$ cat src/rtl/jsp_cfg_pkg.sv
////////////////////////////////////////////////////////////
// JTAG serial port configuration
// Widths and data types shared by the byte, count and bit
// position logic of the serial port
////////////////////////////////////////////////////////////

package jsp_cfg_pkg;

  ////////////////////////////////////////////////////////////
  // Widths

  localparam int unsigned BYTE_W    = 8;  // One transferred byte
  localparam int unsigned COUNT_W   = 4;  // FIFO and user byte counts
  localparam int unsigned BIT_IDX_W = $clog2(BYTE_W);

  // Data register bits seen by the port, one short of a byte
  // since TDI supplies the newest bit itself
  localparam int unsigned DR_TAIL_W = BYTE_W - 1;

  ////////////////////////////////////////////////////////////
  // Types

  typedef logic [BYTE_W-1:0]    byte_t;     // Data or count byte
  typedef logic [COUNT_W-1:0]   count_t;    // Nibble wide byte count
  typedef logic [BIT_IDX_W-1:0] bit_idx_t;  // Bit position in a byte

  // Index of the eighth bit of a byte
  localparam bit_idx_t BIT_LAST = bit_idx_t'(BYTE_W - 1);

endpackage : jsp_cfg_pkg

$ cat src/rtl/jsp_ctrl_pkg.sv
////////////////////////////////////////////////////////////
// JTAG serial port control encodings
// State enumerations of the input and output sequencers and
// the next-value select of the byte counters
////////////////////////////////////////////////////////////

package jsp_ctrl_pkg;

  ////////////////////////////////////////////////////////////
  // Input path states (host to FIFO)

  typedef enum logic [1:0] {
    WR_IDLE   = 2'd0,  // Waiting for capture
    WR_WAIT   = 2'd1,  // Waiting for the start bit
    WR_COUNTS = 2'd2,  // Shifting in the count byte
    WR_XFER   = 2'd3   // Shifting in data bytes
  } wr_state_e;

  ////////////////////////////////////////////////////////////
  // Output path states (FIFO to host)

  typedef enum logic [1:0] {
    RD_IDLE   = 2'd0,  // Waiting for capture
    RD_COUNTS = 2'd1,  // Shifting out the count byte
    RD_RDACK  = 2'd2,  // First bit of a byte, pop the FIFO head
    RD_XFER   = 2'd3   // Rest of a data byte
  } rd_state_e;

  ////////////////////////////////////////////////////////////
  // Counter next-value source

  typedef enum logic {
    CNT_LOAD = 1'b0,  // Take the external value
    CNT_DEC  = 1'b1   // Count down by one
  } cnt_src_e;

endpackage : jsp_ctrl_pkg

$ cat src/rtl/jsp_bit_counter.sv
////////////////////////////////////////////////////////////
// JTAG serial port bit counter
// Tracks the bit position within the byte being shifted
////////////////////////////////////////////////////////////

`timescale 1ns/1ps

module jsp_bit_counter
  import jsp_cfg_pkg::*;
(
  input  logic tck_i,
  input  logic rst_i,
  input  logic clr_i,   // Back to bit zero
  input  logic en_i,    // Advance one bit
  output logic last_o   // Eighth bit of the byte
);

  bit_idx_t bit_cnt;  // Bits shifted so far in this byte

  always_ff @(posedge tck_i or posedge rst_i) begin
    if (rst_i) begin
      bit_cnt <= '0;
    end else if (clr_i) begin  // Clear wins over enable
      bit_cnt <= '0;
    end else if (en_i) begin
      bit_cnt <= bit_cnt + bit_idx_t'(1);
    end
  end

  assign last_o = (bit_cnt == BIT_LAST);

endmodule : jsp_bit_counter

$ cat src/rtl/jsp_word_counter.sv
////////////////////////////////////////////////////////////
// JTAG serial port byte counter
// Loadable down counter for FIFO space, FIFO fill level and
// the host's own byte count
////////////////////////////////////////////////////////////

`timescale 1ns/1ps

module jsp_word_counter
  import jsp_cfg_pkg::*, jsp_ctrl_pkg::*;
(
  input  logic     tck_i,
  input  logic     rst_i,
  input  logic     ld_i,        // Update the count
  input  cnt_src_e src_i,       // Load value or decrement
  input  count_t   load_val_i,  // External start value
  output logic     zero_o       // Nothing left
);

  count_t word_cnt;  // Bytes remaining
  count_t next_cnt;  // Value taken on ld_i

  // Next value mux
  always_comb begin
    if (src_i == CNT_DEC) begin
      next_cnt = word_cnt - count_t'(1);
    end else begin
      next_cnt = load_val_i;
    end
  end

  always_ff @(posedge tck_i or posedge rst_i) begin
    if (rst_i) begin
      word_cnt <= '0;
    end else if (ld_i) begin
      word_cnt <= next_cnt;
    end
  end

  assign zero_o = (word_cnt == '0);  // Blocks further transfers

endmodule : jsp_word_counter

$ cat src/rtl/jsp_out_shift.sv
////////////////////////////////////////////////////////////
// JTAG serial port output register
// Parallel load of a count or data byte, shifted out LSB
// first onto TDO
////////////////////////////////////////////////////////////

`timescale 1ns/1ps

module jsp_out_shift
  import jsp_cfg_pkg::*;
(
  input  logic  tck_i,
  input  logic  rst_i,
  input  logic  ld_i,          // Parallel load
  input  logic  shift_i,       // Shift right by one
  input  logic  sel_count_i,   // 1 = count byte, 0 = FIFO byte
  input  byte_t count_byte_i,  // Bytes available and space free
  input  byte_t data_byte_i,   // FIFO head
  output logic  tdo_o
);

  byte_t out_reg;   // Byte being shifted out
  byte_t load_val;  // Parallel input

  assign load_val = sel_count_i ? count_byte_i : data_byte_i;

  always_ff @(posedge tck_i or posedge rst_i) begin
    if (rst_i) begin
      out_reg <= '0;
    end else if (ld_i) begin  // Load beats shift
      out_reg <= load_val;
    end else if (shift_i) begin
      out_reg <= {1'b0, out_reg[BYTE_W-1:1]};  // Zeros fill from the top
    end
  end

  assign tdo_o = out_reg[0];  // LSB goes out first

endmodule : jsp_out_shift

$ cat src/rtl/jsp_wr_fsm.sv
////////////////////////////////////////////////////////////
// JTAG serial port input sequencer
// Waits for the start bit, takes the host's count byte and
// strobes data bytes into the FIFO while counts allow
////////////////////////////////////////////////////////////

`timescale 1ns/1ps

module jsp_wr_fsm
  import jsp_ctrl_pkg::*;
#(
  parameter bit SUPPORT_MULTI = 1'b1  // Wait for a start bit first
) (
  input  logic     tck_i,
  input  logic     rst_i,
  input  logic     capture_dr_i,
  input  logic     shift_dr_i,
  input  logic     update_dr_i,
  input  logic     module_select_i,
  input  logic     tdi_i,
  input  logic     bit_last_i,    // Eighth bit of the byte
  input  logic     in_zero_i,     // FIFO full as of capture
  input  logic     user_zero_i,   // Host count used up
  output logic     bit_clr_o,
  output logic     bit_en_o,
  output logic     in_ld_o,
  output logic     user_ld_o,
  output logic     wr_strobe_o,   // BIU latches the byte at next edge
  output cnt_src_e in_src_o,
  output cnt_src_e user_src_o
);

  wr_state_e state_q;
  wr_state_e state_d;
  logic      start;     // Capture with this module selected
  logic      byte_end;  // Eighth shift of a byte

  assign start    = capture_dr_i && module_select_i;
  assign byte_end = shift_dr_i && bit_last_i;

  ////////////////////////////////////////////////////////////
  // State register and next state

  always_ff @(posedge tck_i or posedge rst_i) begin
    if (rst_i) begin
      state_q <= WR_IDLE;
    end else begin
      state_q <= state_d;
    end
  end

  always_comb begin
    state_d = state_q;
    case (state_q)
      WR_IDLE: begin
        if (start) begin
          state_d = SUPPORT_MULTI ? WR_WAIT : WR_COUNTS;
        end
      end
      WR_WAIT: begin
        if (update_dr_i) begin
          state_d = WR_IDLE;
        end else if (module_select_i && tdi_i) begin
          state_d = WR_COUNTS;  // Start bit seen, not counted
        end
      end
      WR_COUNTS: begin
        if (update_dr_i) begin
          state_d = WR_IDLE;
        end else if (byte_end) begin
          state_d = WR_XFER;
        end
      end
      WR_XFER: begin
        if (update_dr_i) state_d = WR_IDLE;  // Stays here until update
      end
      default: state_d = WR_IDLE;
    endcase
  end

  ////////////////////////////////////////////////////////////
  // Decoded outputs

  always_comb begin
    bit_clr_o   = 1'b0;
    bit_en_o    = 1'b0;
    in_ld_o     = 1'b0;
    user_ld_o   = 1'b0;
    wr_strobe_o = 1'b0;
    in_src_o    = CNT_LOAD;
    user_src_o  = CNT_LOAD;
    case (state_q)
      WR_IDLE: begin
        if (start) begin
          bit_clr_o = 1'b1;
          in_ld_o   = 1'b1;  // Snapshot of FIFO space
        end
      end
      WR_COUNTS: begin
        bit_en_o  = shift_dr_i;  // PAUSE and EXIT do nothing
        bit_clr_o = byte_end;
        user_ld_o = byte_end;    // Upper nibble of the count byte
      end
      WR_XFER: begin
        in_src_o   = CNT_DEC;
        user_src_o = CNT_DEC;
        bit_en_o   = shift_dr_i;
        if (byte_end) begin
          bit_clr_o = 1'b1;
          // Write only while both space and host count remain
          if (!in_zero_i && !user_zero_i) begin
            wr_strobe_o = 1'b1;
            in_ld_o     = 1'b1;
            user_ld_o   = 1'b1;
          end
        end
      end
      default: ;  // WAIT only watches for the start bit
    endcase
  end

endmodule : jsp_wr_fsm

$ cat src/rtl/jsp_rd_fsm.sv
////////////////////////////////////////////////////////////
// JTAG serial port output sequencer
// Shifts out the count byte, then FIFO bytes, acknowledging
// each byte on its first bit
////////////////////////////////////////////////////////////

`timescale 1ns/1ps

module jsp_rd_fsm
  import jsp_ctrl_pkg::*;
(
  input  logic     tck_i,
  input  logic     rst_i,
  input  logic     capture_dr_i,
  input  logic     shift_dr_i,
  input  logic     update_dr_i,
  input  logic     module_select_i,
  input  logic     bit_last_i,       // Eighth bit of the byte
  input  logic     out_zero_i,       // No FIFO bytes left to show
  output logic     bit_clr_o,
  output logic     bit_en_o,
  output logic     out_ld_o,
  output logic     reg_ld_o,
  output logic     reg_shift_o,
  output logic     reg_sel_count_o,  // Load the count byte
  output logic     rd_strobe_o,      // BIU pops the head at next edge
  output cnt_src_e out_src_o
);

  rd_state_e state_q;
  rd_state_e state_d;
  logic      start;     // Capture with this module selected
  logic      byte_end;  // Eighth shift of a byte

  assign start    = capture_dr_i && module_select_i;
  assign byte_end = shift_dr_i && bit_last_i;

  ////////////////////////////////////////////////////////////
  // State register and next state

  always_ff @(posedge tck_i or posedge rst_i) begin
    if (rst_i) begin
      state_q <= RD_IDLE;
    end else begin
      state_q <= state_d;
    end
  end

  // No start bit on this side, the host just discards the offset
  always_comb begin
    state_d = state_q;
    case (state_q)
      RD_IDLE: begin
        if (start) state_d = RD_COUNTS;
      end
      RD_COUNTS, RD_XFER: begin
        if (update_dr_i) begin
          state_d = RD_IDLE;
        end else if (byte_end) begin
          state_d = RD_RDACK;
        end
      end
      RD_RDACK: begin
        if (update_dr_i) begin
          state_d = RD_IDLE;
        end else if (shift_dr_i) begin
          state_d = RD_XFER;  // Ack done on the first bit
        end
      end
      default: state_d = RD_IDLE;
    endcase
  end

  ////////////////////////////////////////////////////////////
  // Decoded outputs

  always_comb begin
    bit_clr_o       = 1'b0;
    bit_en_o        = 1'b0;
    out_ld_o        = 1'b0;
    reg_ld_o        = 1'b0;
    reg_shift_o     = 1'b0;
    reg_sel_count_o = 1'b0;
    rd_strobe_o     = 1'b0;
    out_src_o       = CNT_LOAD;
    case (state_q)
      RD_IDLE: begin
        reg_sel_count_o = 1'b1;
        if (start) begin
          reg_ld_o  = 1'b1;  // Count byte on TDO from next cycle
          bit_clr_o = 1'b1;
          out_ld_o  = 1'b1;  // Snapshot of bytes available
        end
      end
      RD_COUNTS: begin
        bit_en_o    = shift_dr_i;
        reg_shift_o = shift_dr_i;
        if (byte_end) begin
          bit_clr_o = 1'b1;
          // Fetch the head now, the pop waits for RDACK
          if (!out_zero_i) begin
            reg_ld_o    = 1'b1;
            reg_shift_o = 1'b0;
          end
        end
      end
      RD_RDACK: begin
        bit_en_o    = shift_dr_i;
        reg_shift_o = shift_dr_i;
        rd_strobe_o = shift_dr_i && !out_zero_i;  // Never the last bit here
      end
      RD_XFER: begin
        out_src_o   = CNT_DEC;
        bit_en_o    = shift_dr_i;
        reg_shift_o = shift_dr_i;
        if (byte_end) begin
          bit_clr_o = 1'b1;
          if (!out_zero_i) begin
            reg_ld_o    = 1'b1;
            reg_shift_o = 1'b0;
            out_ld_o    = 1'b1;  // One more byte consumed
          end
        end
      end
      default: ;
    endcase
  end

endmodule : jsp_rd_fsm

$ cat src/rtl/jsp_serial_port.sv
////////////////////////////////////////////////////////////
// JTAG serial port
// Byte stream between the host and the BIU FIFO, carried in
// the JTAG data register
////////////////////////////////////////////////////////////

`timescale 1ns/1ps

module jsp_serial_port
  import jsp_cfg_pkg::*, jsp_ctrl_pkg::*;
#(
  parameter bit SUPPORT_MULTI = 1'b1  // Start bit for multi-device chains
) (
  input  logic                 tck_i,
  input  logic                 rst_i,
  // TAP levels
  input  logic                 capture_dr_i,
  input  logic                 shift_dr_i,
  input  logic                 update_dr_i,
  input  logic                 module_select_i,
  input  logic                 tdi_i,
  input  logic [DR_TAIL_W-1:0] dr_tail_i,  // Latest data register bits
  output logic                 tdo_o,
  // BIU side
  input  byte_t                biu_rd_data_i,      // FIFO head
  input  count_t               biu_bytes_avail_i,
  input  count_t               biu_space_free_i,
  output byte_t                biu_wr_data_o,
  output logic                 biu_wr_strobe_o,
  output logic                 biu_rd_strobe_o
);

  ////////////////////////////////////////////////////////////
  // Internal signals

  // Input path
  logic     wr_bit_clr, wr_bit_en, wr_bit_last;
  logic     in_ld, in_zero;
  logic     user_ld, user_zero;
  cnt_src_e in_src, user_src;
  count_t   user_count_in;  // Upper nibble of the host's count byte

  // Output path
  logic     rd_bit_clr, rd_bit_en, rd_bit_last;
  logic     out_ld, out_zero;
  cnt_src_e out_src;
  logic     reg_ld, reg_shift, reg_sel_count;
  byte_t    count_byte;     // Fill level over free space

  assign count_byte    = {biu_bytes_avail_i, biu_space_free_i};
  assign user_count_in = {tdi_i, dr_tail_i[DR_TAIL_W-1 -: COUNT_W-1]};
  assign biu_wr_data_o = {tdi_i, dr_tail_i};  // Full byte on its eighth shift

  ////////////////////////////////////////////////////////////
  // Input path, host to FIFO

  jsp_wr_fsm #(.SUPPORT_MULTI(SUPPORT_MULTI)) wr_fsm_i (
    .tck_i, .rst_i, .capture_dr_i, .shift_dr_i, .update_dr_i, .module_select_i, .tdi_i,
    .bit_last_i (wr_bit_last),
    .in_zero_i  (in_zero),
    .user_zero_i(user_zero),
    .bit_clr_o  (wr_bit_clr),
    .bit_en_o   (wr_bit_en),
    .in_ld_o    (in_ld),
    .user_ld_o  (user_ld),
    .wr_strobe_o(biu_wr_strobe_o),
    .in_src_o   (in_src),
    .user_src_o (user_src)
  );

  jsp_bit_counter wr_bit_cnt_i (
    .tck_i, .rst_i, .clr_i(wr_bit_clr), .en_i(wr_bit_en), .last_o(wr_bit_last)
  );

  // Free FIFO space
  jsp_word_counter in_cnt_i (
    .tck_i, .rst_i, .ld_i(in_ld), .src_i(in_src),
    .load_val_i(biu_space_free_i), .zero_o(in_zero)
  );

  // Bytes the host says it sends
  jsp_word_counter user_cnt_i (
    .tck_i, .rst_i, .ld_i(user_ld), .src_i(user_src),
    .load_val_i(user_count_in), .zero_o(user_zero)
  );

  ////////////////////////////////////////////////////////////
  // Output path, FIFO to host

  jsp_rd_fsm rd_fsm_i (
    .tck_i, .rst_i, .capture_dr_i, .shift_dr_i, .update_dr_i, .module_select_i,
    .bit_last_i     (rd_bit_last),
    .out_zero_i     (out_zero),
    .bit_clr_o      (rd_bit_clr),
    .bit_en_o       (rd_bit_en),
    .out_ld_o       (out_ld),
    .reg_ld_o       (reg_ld),
    .reg_shift_o    (reg_shift),
    .reg_sel_count_o(reg_sel_count),
    .rd_strobe_o    (biu_rd_strobe_o),
    .out_src_o      (out_src)
  );

  jsp_bit_counter rd_bit_cnt_i (
    .tck_i, .rst_i, .clr_i(rd_bit_clr), .en_i(rd_bit_en), .last_o(rd_bit_last)
  );

  // Bytes still to show from the FIFO
  jsp_word_counter out_cnt_i (
    .tck_i, .rst_i, .ld_i(out_ld), .src_i(out_src),
    .load_val_i(biu_bytes_avail_i), .zero_o(out_zero)
  );

  jsp_out_shift out_shift_i (
    .tck_i, .rst_i,
    .ld_i        (reg_ld),
    .shift_i     (reg_shift),
    .sel_count_i (reg_sel_count),
    .count_byte_i(count_byte),
    .data_byte_i (biu_rd_data_i),
    .tdo_o
  );

endmodule : jsp_serial_port

$ cat config.mk
export PLATFORM = sky130hd
export DESIGN_NAME = jsp_serial_port
export DESIGN_NICKNAME = d
export VERILOG_FILES = /design/src/rtl/jsp_cfg_pkg.sv /design/src/rtl/jsp_ctrl_pkg.sv /design/src/rtl/jsp_bit_counter.sv /design/src/rtl/jsp_word_counter.sv /design/src/rtl/jsp_out_shift.sv /design/src/rtl/jsp_wr_fsm.sv /design/src/rtl/jsp_rd_fsm.sv /design/src/rtl/jsp_serial_port.sv
export SDC_FILE = /design/constraint.sdc
export NUM_CORES = 1
export LEC_CHECK = 0
export BUFFER_PORTS_ARGS = -buffer_cell sky130_fd_sc_hd__buf_2
export CAP_MARGIN = 20
export CORE_UTILIZATION = 50
export DETAILED_ROUTE_END_ITERATION = 6
export PLACE_DENSITY = 0.76
export SYNTH_ARGS = -nofsm -noshare
export SYNTH_HDL_FRONTEND = slang
export SYNTH_SLANG_ARGS = --single-unit
$ cat constraint.sdc
create_clock -name tck_i -period 1.8 [get_ports tck_i]
set_input_delay 0.09 -clock tck_i [delete_from_list [all_inputs] [get_ports tck_i]]
set_output_delay 0.09 -clock tck_i [all_outputs]
set_load 0.05 [all_outputs]
==> results of run 1 <==
## worst paths after layout
kind / start / to / depth (start not counted)
setup / recovery: out_cnt_i.word_cnt[1]$_DFFE_PP0P_ / out_shift_i.out_reg[5]$_DFFE_PP0P_ / 7
hold / removal: dr_tail_i[4] / user_cnt_i.word_cnt[0]$_DFFE_PP0P_ / 3
setup reg to reg: out_cnt_i.word_cnt[1]$_DFFE_PP0P_ / out_shift_i.out_reg[5]$_DFFE_PP0P_ / 7
hold reg to reg: rd_bit_cnt_i.bit_cnt[1]$_DFFE_PP0P_ / rd_bit_cnt_i.bit_cnt[1]$_DFFE_PP0P_ / 2
max in group asynchronous: rst_i / out_shift_i.out_reg[0]$_DFFE_PP0P_ / 4
min in group asynchronous: rst_i / user_cnt_i.word_cnt[2]$_DFFE_PP0P_ / 4
## area by class of cell
type / count / area (um2)
tap: 48 / 60.1
multi-input combinational: 151 / 1270
inverter: 17 / 63.8
clock buffer: 8 / 110
sequential: 30 / 751
fill: 315 / 1190
timing repair buffer: 52 / 347
## report_power, final
part | internal (uW) | total [uW] | switching [uW] | leakage (uW)
logic | 870 | 1780 | 907 | 0.000793
registers | 951 | 1150 | 196 | 0.000360
clock network | 385 | 626 | 240 | 0.0000575
## cells in the mapped netlist
library cell	number	area share, %
mux2_2	1	0.55
buf_1	1	0.18
a22oi_1	1	0.36
a21oi_1	13	3.2
o22ai_1	2	0.61
mux2i_1	35	17
and3_1	2	0.61
nand2_1	8	1.5
o31ai_1	4	1.5
o211a_1	1	0.49
a31oi_1	2	0.61
inv_1	17	3.1
buf_4	9	3.3
nand3b_1	1	0.36
nand2b_1	2	0.61
a21boi_0	1	0.36
or3_1	1	0.30
xor2_1	1	0.42
or2_2	1	0.30
o211ai_1	5	1.8
or2b_1	2	0.73
or3b_4	1	0.55
buf_2	1	0.24
o22a_1	2	0.85
nor3_1	10	2.4
clkbuf_1	2	0.36
nand3_1	7	1.7
ha_1	18	11
xnor2_1	1	0.42
a21oi_2	1	0.42
dfrtp_1	30	36
o21ai_0	7	1.7
nor3b_1	3	1.1
a22o_1	1	0.42
nor2b_1	5	1.5
a311oi_4	1	1.3
nor2_1	11	2.0
## timing repair
item | 4_1_cts | 5_1_grt
pin swaps | 1 | 3
gates resized for setup | 4 | 19
hold endpoints to repair | 30 | 0
hold buffers | 1 | 0
endpoints found under the setup margin | 13 | 21
setup buffers | 1 | 2
## per-stage QoR
step	instances	power, uW	worst slack [ps]	util, %
after global placement	294	2740	-16.4	62.2
after floorplan	211	2350	-85.4	-
after detailed placement	294	2790	-43.7	62.2
final	306	3550	-54.6	68.5
after global routing	306	3850	-159	68.5
after CTS	304	3470	-65.4	65.9
## metal layers
layer	vias up	routed length, um	part of all wire, %	track usage (%)
li1	836	-	-	-
met1	799	1890	45	24.8
met2	36	2120	50	38.9
met3	8	148	3.5	5.17
met4	0	74	1.7	9.84
met5	-	0	0	0
## worst min-delay path, delay by kind of cell
kind,cells,cell delay [ps]
buffers and inverters,1,80
AOI/OAI and AO/OA,2,150
## cell families (layout without fill, tap and decap cells)
kind of cell,count (synthesis),after routing
AND/OR/NAND/NOR,54,54
AO/OA/AOI/OAI,41,41
multiplexers,36,36
flip-flops,30,30
buffers and inverters,30,77
adder cells (fa/ha/maj),18,18
XOR/XNOR,2,2
==> out/results.txt, run 1 <==
Status -> finished with violations
Failing checks -> setup timing
Largest family of logic cells by synthesized area -> multiplexers
Routed wire length -> 4.23 mm
Net Count, Synth -> 259
DRC Markers -> 0
Max-cap viol count -> 0
Setup ws final -> -54.6 ps
First-pass GRT wire length -> 7.16 mm
Vias in the first global route -> 1708
Post-Synth XOR/XNOR Area -> 0.849%
IO Pins -> 41
Fin. Hold Viols -> 0
Fin crit share -> 103%
Synth cell types -> 37
Reg clk slew, reported paths -> 60 ps
Synth Area in Simple Gates -> 13.6%
HPWL after DPL -> 3.10 mm
Post-Synth Adder-Cell Area -> 10.9%
CP Buf/Inv Count -> 2
Placer's final routability congestion estimate -> 0.772
Starting DRT DRC Count -> 35
Reg2reg setup slack -> -50 ps
Chip width -> 66.2 um
Most frequent cells in the layout -> mux2i_1 (35), dfrtp_1 (30), buf_2 (30)
Placed inst area -> 2360 um2
Initial core utilization -> 54.3%
CP Capture Type -> flop
Hold slack -> 79.7 ps
Core area -> 3800 um2
Die area -> 4390 um2
Rows -> 22
Cell Area, Synth -> 2060 um2
Pin count of the biggest net entering global routing -> 31
Final ANT Viol Nets -> 0
Initial antenna violation count -> 0
Avg Vias per Cell -> 5.49
Max-slew headroom -> 74.3%
Routed vias -> 1679
Largest delay share family, worst path -> simple AND/OR/NAND/NOR gates
# diodes -> 0
Final-report max-slew violation count -> 0
Actual slew at the worst max-slew pin -> 386 ps
Clk_skew -> 4.08 ps
WL/cell -> 13.8 um
Synth Register Bits -> 30
CTS max path bufs -> 2
Syn Area/Cell -> 9.78 um2
CP arrival -> 2020 ps
Min-Delay Path Class -> input pin to flop
Largest register FFs -> 8
Setup TNS -> -334 ps
Grt ovf -> 0
Die Height -> 66.2 um
Post-Syn Instances -> 211
CP Launch Type -> flop
Data required time of the worst path -> 1960 ps
Most frequent cell on the critical path -> mux2i_1
Area Growth Syn to Fin -> 26.2%
Layout Nets -> 305
TritonCTS clock tree -> done
Setup Viol. Count Final -> 7
Mux cell area share after synthesis -> 17.5%
Setup Crit Path Kind -> flop to flop
Compound-cell area share of the yosys netlist -> 13.5%
CTS Buf Count -> 5
Max Fclk -> 539 MHz
Clock sinks -> 30
Htree depth -> 2
Slowest cell delay on critical path -> 410 ps
Port bufs -> 32
Crit path time final -> 1850 ps
RSZ-0062 raised after global routing -> true
Post-route cell area -> 2600 um2
Most common cell after layout, fill and taps aside -> mux2i_1
Root buf cell -> clkbuf_8
PwrDens -> 1360 nW/um2
Cell Chain, Critical Path -> inv_2 > ha_2 > or3b_4 > a311oi_4 > buf_12 > mux2i_1 > mux2i_1
CP max stage cell -> or3b_4
Clock latency on the worst-skew pair -> 280 ps
CP max FO -> 8
All-layer global routing usage -> 22.0%
Static Leak -> 0.00121 uW
Drt pass-1 iters -> 4
Share of cells above drive strength 1 -> 31.4%
Peak VDD IR -> 830 uV
Seq/Total Area, Yosys -> 36.4%
Warnings from Yosys -> 0
(Power assumes the default switching activity.)
==> inputs of run 2 (changes only) <==
--- a/config.mk
+++ b/config.mk
@@ -7,9 +7,9 @@
 export LEC_CHECK = 0
 export BUFFER_PORTS_ARGS = -buffer_cell sky130_fd_sc_hd__buf_2
 export CAP_MARGIN = 20
-export CORE_UTILIZATION = 50
+export CORE_UTILIZATION = 59
 export DETAILED_ROUTE_END_ITERATION = 6
-export PLACE_DENSITY = 0.76
+export PLACE_DENSITY = 0.85
 export SYNTH_ARGS = -nofsm -noshare
 export SYNTH_HDL_FRONTEND = slang
 export SYNTH_SLANG_ARGS = --single-unit
==> constraint.sdc (replaced) <==
create_clock -name tck_i -period 2.4 [get_ports tck_i]
set_input_delay 0.12 -clock tck_i [delete_from_list [all_inputs] [get_ports tck_i]]
set_output_delay 0.12 -clock tck_i [all_outputs]
set_load 0.05 [all_outputs]
==> run 2 against run 1 <==
Flip-flop and latch count is the same. Fmax shrank 16%. The run now ends clean. Global-route usage grew 2.1 points. Clock-buffer cell count shrank 1. Highest routed layer unchanged. Total power shrank 36%. Sequential share of layout area grew 4.0 points. Critical path type unchanged. Largest power group unchanged. Design area shrank 12%.
==> out/results.txt, run 2 (synthesized netlist as in run 1, its figures left out) <==
Status -> finished, final reports clean
Max Fclk -> 455 MHz
R2R Path Start -> rd_fsm_i.state_q[1]$_DFFE_PP0P_
WL/cell -> 13.6 um
TritonCTS clock tree -> done
R2R depth -> 5
Vias in the first global route -> 1565
Cts repair resizes -> 0
Layout Nets -> 289
Peak VDD IR -> 543 uV
Root buf cell -> clkbuf_4
IO Pins -> 41
Crit path launch -> rd_fsm_i.state_q[1]$_DFFE_PP0P_
Starting DRT DRC Count -> 69
Slowest cell delay on critical path -> 520 ps
Largest register FFs -> 8
HPWL after DPL -> 2.90 mm
Core area -> 3340 um2
CP Capture Type -> flop
CTS max path bufs -> 2
Final-report max-slew violation count -> 0
Routed vias -> 1620
Clk_skew -> 15.9 ps
Hold path depth -> 3
Grt ovf -> 0
Post-CTS Setup Inserts -> 0
Crit path depth -> 5
Rows -> 21
Static Leak -> 0.00109 uW
Most frequent cells in the layout -> mux2i_1 (35), buf_2 (32), dfrtp_1 (30)
Initial antenna violation count -> 0
Data required time of the worst path -> 2630 ps
Die Height -> 61.1 um
Max-slew headroom -> 45.6%
Post-route cell area -> 2290 um2
Avg Vias per Cell -> 5.63
Reg2reg setup slack -> 200 ps
Fin. Hold Viols -> 0
FILL cells -> 279
Chip width -> 61.1 um
Die area -> 3740 um2
CTS Buf Count -> 5
RSZ-0062 raised after global routing -> false
CP max FO -> 13
CP max stage cell -> nor3_1
Routed wire length -> 3.93 mm
Port bufs -> 32
Area Growth Syn to Fin -> 11.0%
Max-cap viol count -> 0
Fin crit share -> 91.5%
Htree depth -> 2
DRC Markers -> 0
Setup Viol. Count Final -> 0
PwrDens -> 993 nW/um2
Clock sinks -> 30
Clock latency on the worst-skew pair -> 340 ps
CP Launch Type -> flop
Tot Pwr -> 2270 uW
Cell Chain, Critical Path -> ha_1 > nor3_1 > o22ai_1 > a22oi_1 > mux2_2
Share of cells above drive strength 1 -> 19.4%
First-pass GRT wire length -> 6.49 mm
CP Buf/Inv Count -> 0
Hold Crit Start -> dr_tail_i[5]
Min-Delay Path Class -> input pin to flop
Largest delay share family, worst path -> simple AND/OR/NAND/NOR gates
CP arrival -> 2430 ps
All-layer global routing usage -> 24.1%
# diodes -> 0
Most common cell after layout, fill and taps aside -> mux2i_1
Placer's final routability congestion estimate -> 0.790
Final ANT Viol Nets -> 0
Initial core utilization -> 61.8%
Crit path time final -> 2200 ps
Setup TNS -> 0 ps
Actual slew at the worst max-slew pin -> 809 ps
Placed inst area -> 2220 um2
Drt pass-1 iters -> 4
Pin count of the biggest net entering global routing -> 31
Setup Crit Path Kind -> flop to flop
Reg clk slew, reported paths -> 100 ps
-- run 2: final timing paths --
path                                                             to
min in group asynchronous        out_shift_i.out_reg[3]$_DFFE_PP0P_
worst max-delay path                rd_fsm_i.state_q[1]$_DFFE_PP0P_
worst max register to register      rd_fsm_i.state_q[1]$_DFFE_PP0P_
worst min-delay path             user_cnt_i.word_cnt[1]$_DFFE_PP0P_
worst min register to register    out_cnt_i.word_cnt[0]$_DFFE_PP0P_
max in group asynchronous       rd_bit_cnt_i.bit_cnt[2]$_DFFE_PP0P_
-- run 2: report_power, final --
group / internal, uW / switching [uW]
Sequential: 711 / 142
Combinational: 492 / 613
Clock: 142 / 175
Total: 1340 / 930
-- run 2: metrics by stage --
step	hold WS [ps]	std cells	setup slack, ps	utilization (%)
after global placement	216	279	287	66.5
final	42.1	288	203	68.6
after floorplan	211	211	367	-
after CTS	37.2	288	217	68.6
after global routing	48.0	288	104	68.6
after detailed placement	216	279	248	66.5
-- run 2: cell type report --
cell class / count / area [um2] / share of cell area (%)
clock buffer: 7 / 55.1 / 2.40
clock inverter: 1 / 5.00 / 0.219
inverter: 17 / 63.8 / 2.79
multi-input combinational: 151 / 1160 / 50.9
sequential: 30 / 751 / 32.8
tap: 46 / 57.6 / 2.51
timing repair buffer: 36 / 193 / 8.42
-- run 2: metal layers --
metal | wire length, um | GRT usage (%) | vias to the layer above
met5 | 0 | 0 | -
met4 | 99 | 9.74 | 0
met3 | 167 | 6.93 | 10
met2 | 1890 | 42.1 | 40
met1 | 1770 | 27.6 | 766
li1 | - | - | 804
-- run 2: worst register-to-register path, stage by stage (launching register included) --
cell and delay, ps:
dfrtp_1 430, ha_1 350, nor3_1 520, o22ai_1 160
a22oi_1 270, mux2_2 370
-- run 2: repair_timing --
item,in CTS,in global routing
endpoints found under the hold margin,30,0
endpoints found under the setup margin,0,0
hold buffers,1,0
==> inputs of run 3 (changes only) <==
--- a/config.mk
+++ b/config.mk
@@ -12,4 +12,5 @@
 export PLACE_DENSITY = 0.85
 export SYNTH_ARGS = -nofsm -noshare
 export SYNTH_HDL_FRONTEND = slang
+export SYNTH_HIERARCHICAL = 1
 export SYNTH_SLANG_ARGS = --single-unit
==> run 3 against run 2 <==
Synthesized area stayed put. Die area stayed put. Fmax is 7.6% higher. Worst hold slack better by 46 ps. Via count is 2.6% lower. Worst setup slack better by 150 ps.
==> out/results.txt, run 3 <==
Synth top cells by count -> mux2i_1 (34), dfrtp_1 (30), inv_1 (20)
Chip width -> 61.1 um
Rows -> 21
Static Leak -> 0.00108 uW
Cts repair resizes -> 0
Final ANT Viol Nets -> 0
R2R Path Start -> out_cnt_i/word_cnt[0]$_DFFE_PP0P_
CP Buf/Inv Count -> 2
Clock sinks -> 30
Fin crit share -> 85.1%
Synth Register Bits -> 30
Layout Nets -> 291
Root buf cell -> clkbuf_4
Reg clk slew, reported paths -> 90 ps
Post-CTS Setup Inserts -> 0
Crit path launch -> out_cnt_i/word_cnt[0]$_DFFE_PP0P_
R2r endpoint -> out_shift_i/out_reg[0]$_DFFE_PP0P_
Crit path depth -> 9
Cell Chain, Critical Path -> inv_1 > ha_1 > nor3b_1 > nand2b_1 > a21oi_1 > nor3b_1 > buf_4 > mux2i_1 > mux2i_1
Most frequent cells in the layout -> mux2i_1 (34), buf_2 (32), dfrtp_1 (30)
TritonCTS clock tree -> done
Reg2reg setup slack -> 360 ps
Setup Crit Path Kind -> flop to flop
Initial antenna violation count -> 0
First-pass GRT wire length -> 6.36 mm
Vias in the first global route -> 1510
Min-Delay Path Class -> input pin to flop
Clock latency on the worst-skew pair -> 330 ps
Status -> finished, final reports clean
Net Count, Synth -> 260
Routed wire length -> 3.98 mm
Crit path time final -> 2040 ps
Peak VDD IR -> 585 uV
Post-Syn Instances -> 212
WL/cell -> 13.8 um
Area share of the largest cell type after synthesis -> 36.4%
All-layer global routing usage -> 23.4%
R2R depth -> 9
Setup TNS -> 0 ps
Largest delay share family, worst path -> simple AND/OR/NAND/NOR gates
Grt ovf -> 0
Gr busiest metal -> met2
DRC Markers -> 0
Area Growth Syn to Fin -> 10.6%
Data required time of the worst path -> 2610 ps
Synth cell types -> 32
Largest area contributor in the netlist -> dfrtp_1
Port bufs -> 32
CP Capture Type -> flop
Die Height -> 61.1 um
Warnings from Yosys -> 6
Die area -> 3740 um2
Number of synthesized flops with an enable pin -> 0
CTS Buf Count -> 5
Actual slew at the worst max-slew pin -> 385 ps
# hold bufs at CTS -> 1
Max-cap viol count -> 0
GR Layer Usage met2 -> 39.9%
Syn Area/Cell -> 9.73 um2
Initial core utilization -> 61.8%
RSZ-0062 raised after global routing -> false
Synth top area cells -> dfrtp_1 (36%), mux2i_1 (16%), ha_1 (11%)
Ys async rst share -> 100%
Fin util -> 68.4%
# diodes -> 0
Most common cell after layout, fill and taps aside -> mux2i_1
Share of cells above drive strength 1 -> 20.2%
Setup Viol. Count Final -> 0
CP max FO -> 8
GRT met3 Usage -> 5.46%
Max-slew headroom -> 74.3%
Avg Vias per Cell -> 5.48
IO Pins -> 41
Largest register FFs -> 8
Pin count of the biggest net entering global routing -> 19
GRT met1 Usage -> 28.8%
CP Launch Type -> flop
Routed vias -> 1578
Htree depth -> 2
HPWL after DPL -> 3.11 mm
Final-report max-slew violation count -> 0
CP arrival -> 2250 ps
Clk_skew -> 9.36 ps
Starting DRT DRC Count -> 123
Max Fclk -> 490 MHz
Fin. Hold Viols -> 0
Synth Flop Type -> dfrtp_1
Core area -> 3340 um2
Slowest cell delay on critical path -> 400 ps
PwrDens -> 982 nW/um2
Worst Setup EP -> out_shift_i/out_reg[0]$_DFFE_PP0P_
Cell with the most instances after synthesis -> mux2i_1
Drt pass-1 iters -> 4
Placer's final routability congestion estimate -> 0.809
CP max stage cell -> dfrtp_1
Seq/Total Area, Yosys -> 36.4%
CTS max path bufs -> 2
Cell Area, Synth -> 2060 um2
## run 3: where the power goes
part           switching (uW)  internal, uW  leakage, uW
Combinational             597           490     0.000684
Clock                     163           132    0.0000302
Sequential                140           717     0.000367
Total                     900          1340      0.00108
## run 3: final cells by class
class / instances / area, um2
multi-input cells: 147 / 1130
fillers: 270 / 1060
flip-flops and latches: 30 / 751
repair buffers: 39 / 215
inverters: 20 / 75.1
well taps: 46 / 57.6
clock buffers: 6 / 51.3
## run 3: kinds of logic after synthesis
logic type / count (synthesis) / synth area share (%)
flip-flops: 30 / 36.4
XOR/XNOR: 2 / 0.849
AND/OR/NAND/NOR: 48 / 12.9
multiplexers: 34 / 16.5
adder cells (fa/ha/maj): 18 / 10.9
AO/OA/AOI/OAI: 45 / 13.6
buffers and inverters: 35 / 8.79
## run 3: worst min-delay path, delay by kind of cell
| family | cells | cell delay [ps] |
|---|---|---|
| compound gates | 2 | 170 |
| buf+inv | 1 | 90 |
## run 3: metal layers
layer  part of all wire (%)  wire, um
met5                      0         0
met4                   0.96        38
met3                    4.3       171
met2                     50      1970
met1                     45      1800
## run 3: worst min-delay path by stage
stage,start,end,slack (ps),cells past startpoint
after floorplan,rst_i,rd_fsm_i/state_q[0]$_DFFE_PP0P_,-140,1
after global placement,rst_i,wr_fsm_i/state_q[1]$_DFFE_PP0P_,70,2
after detailed placement,rst_i,rd_fsm_i/state_q[0]$_DFFE_PP0P_,80,2
after CTS,biu_bytes_avail_i[1],out_cnt_i/word_cnt[1]$_DFFE_PP0P_,80,3
after global routing,biu_rd_data_i[7],out_shift_i/out_reg[7]$_DFFE_PP0P_,100,3
final,biu_bytes_avail_i[1],out_cnt_i/word_cnt[1]$_DFFE_PP0P_,90,3
## run 3: per-stage QoR
step	worst slack, ps	cell area [um2]	hold slack [ps]	total power (uW)	instances
floorplan	134	2060	-139	1710	212
global placement	510	2220	69.2	1890	281
detailed placement	372	2220	76.0	1950	281
CTS	355	2280	84.9	2250	288
global route	196	2280	97.0	2420	288
finish	357	2280	88.5	2240	288
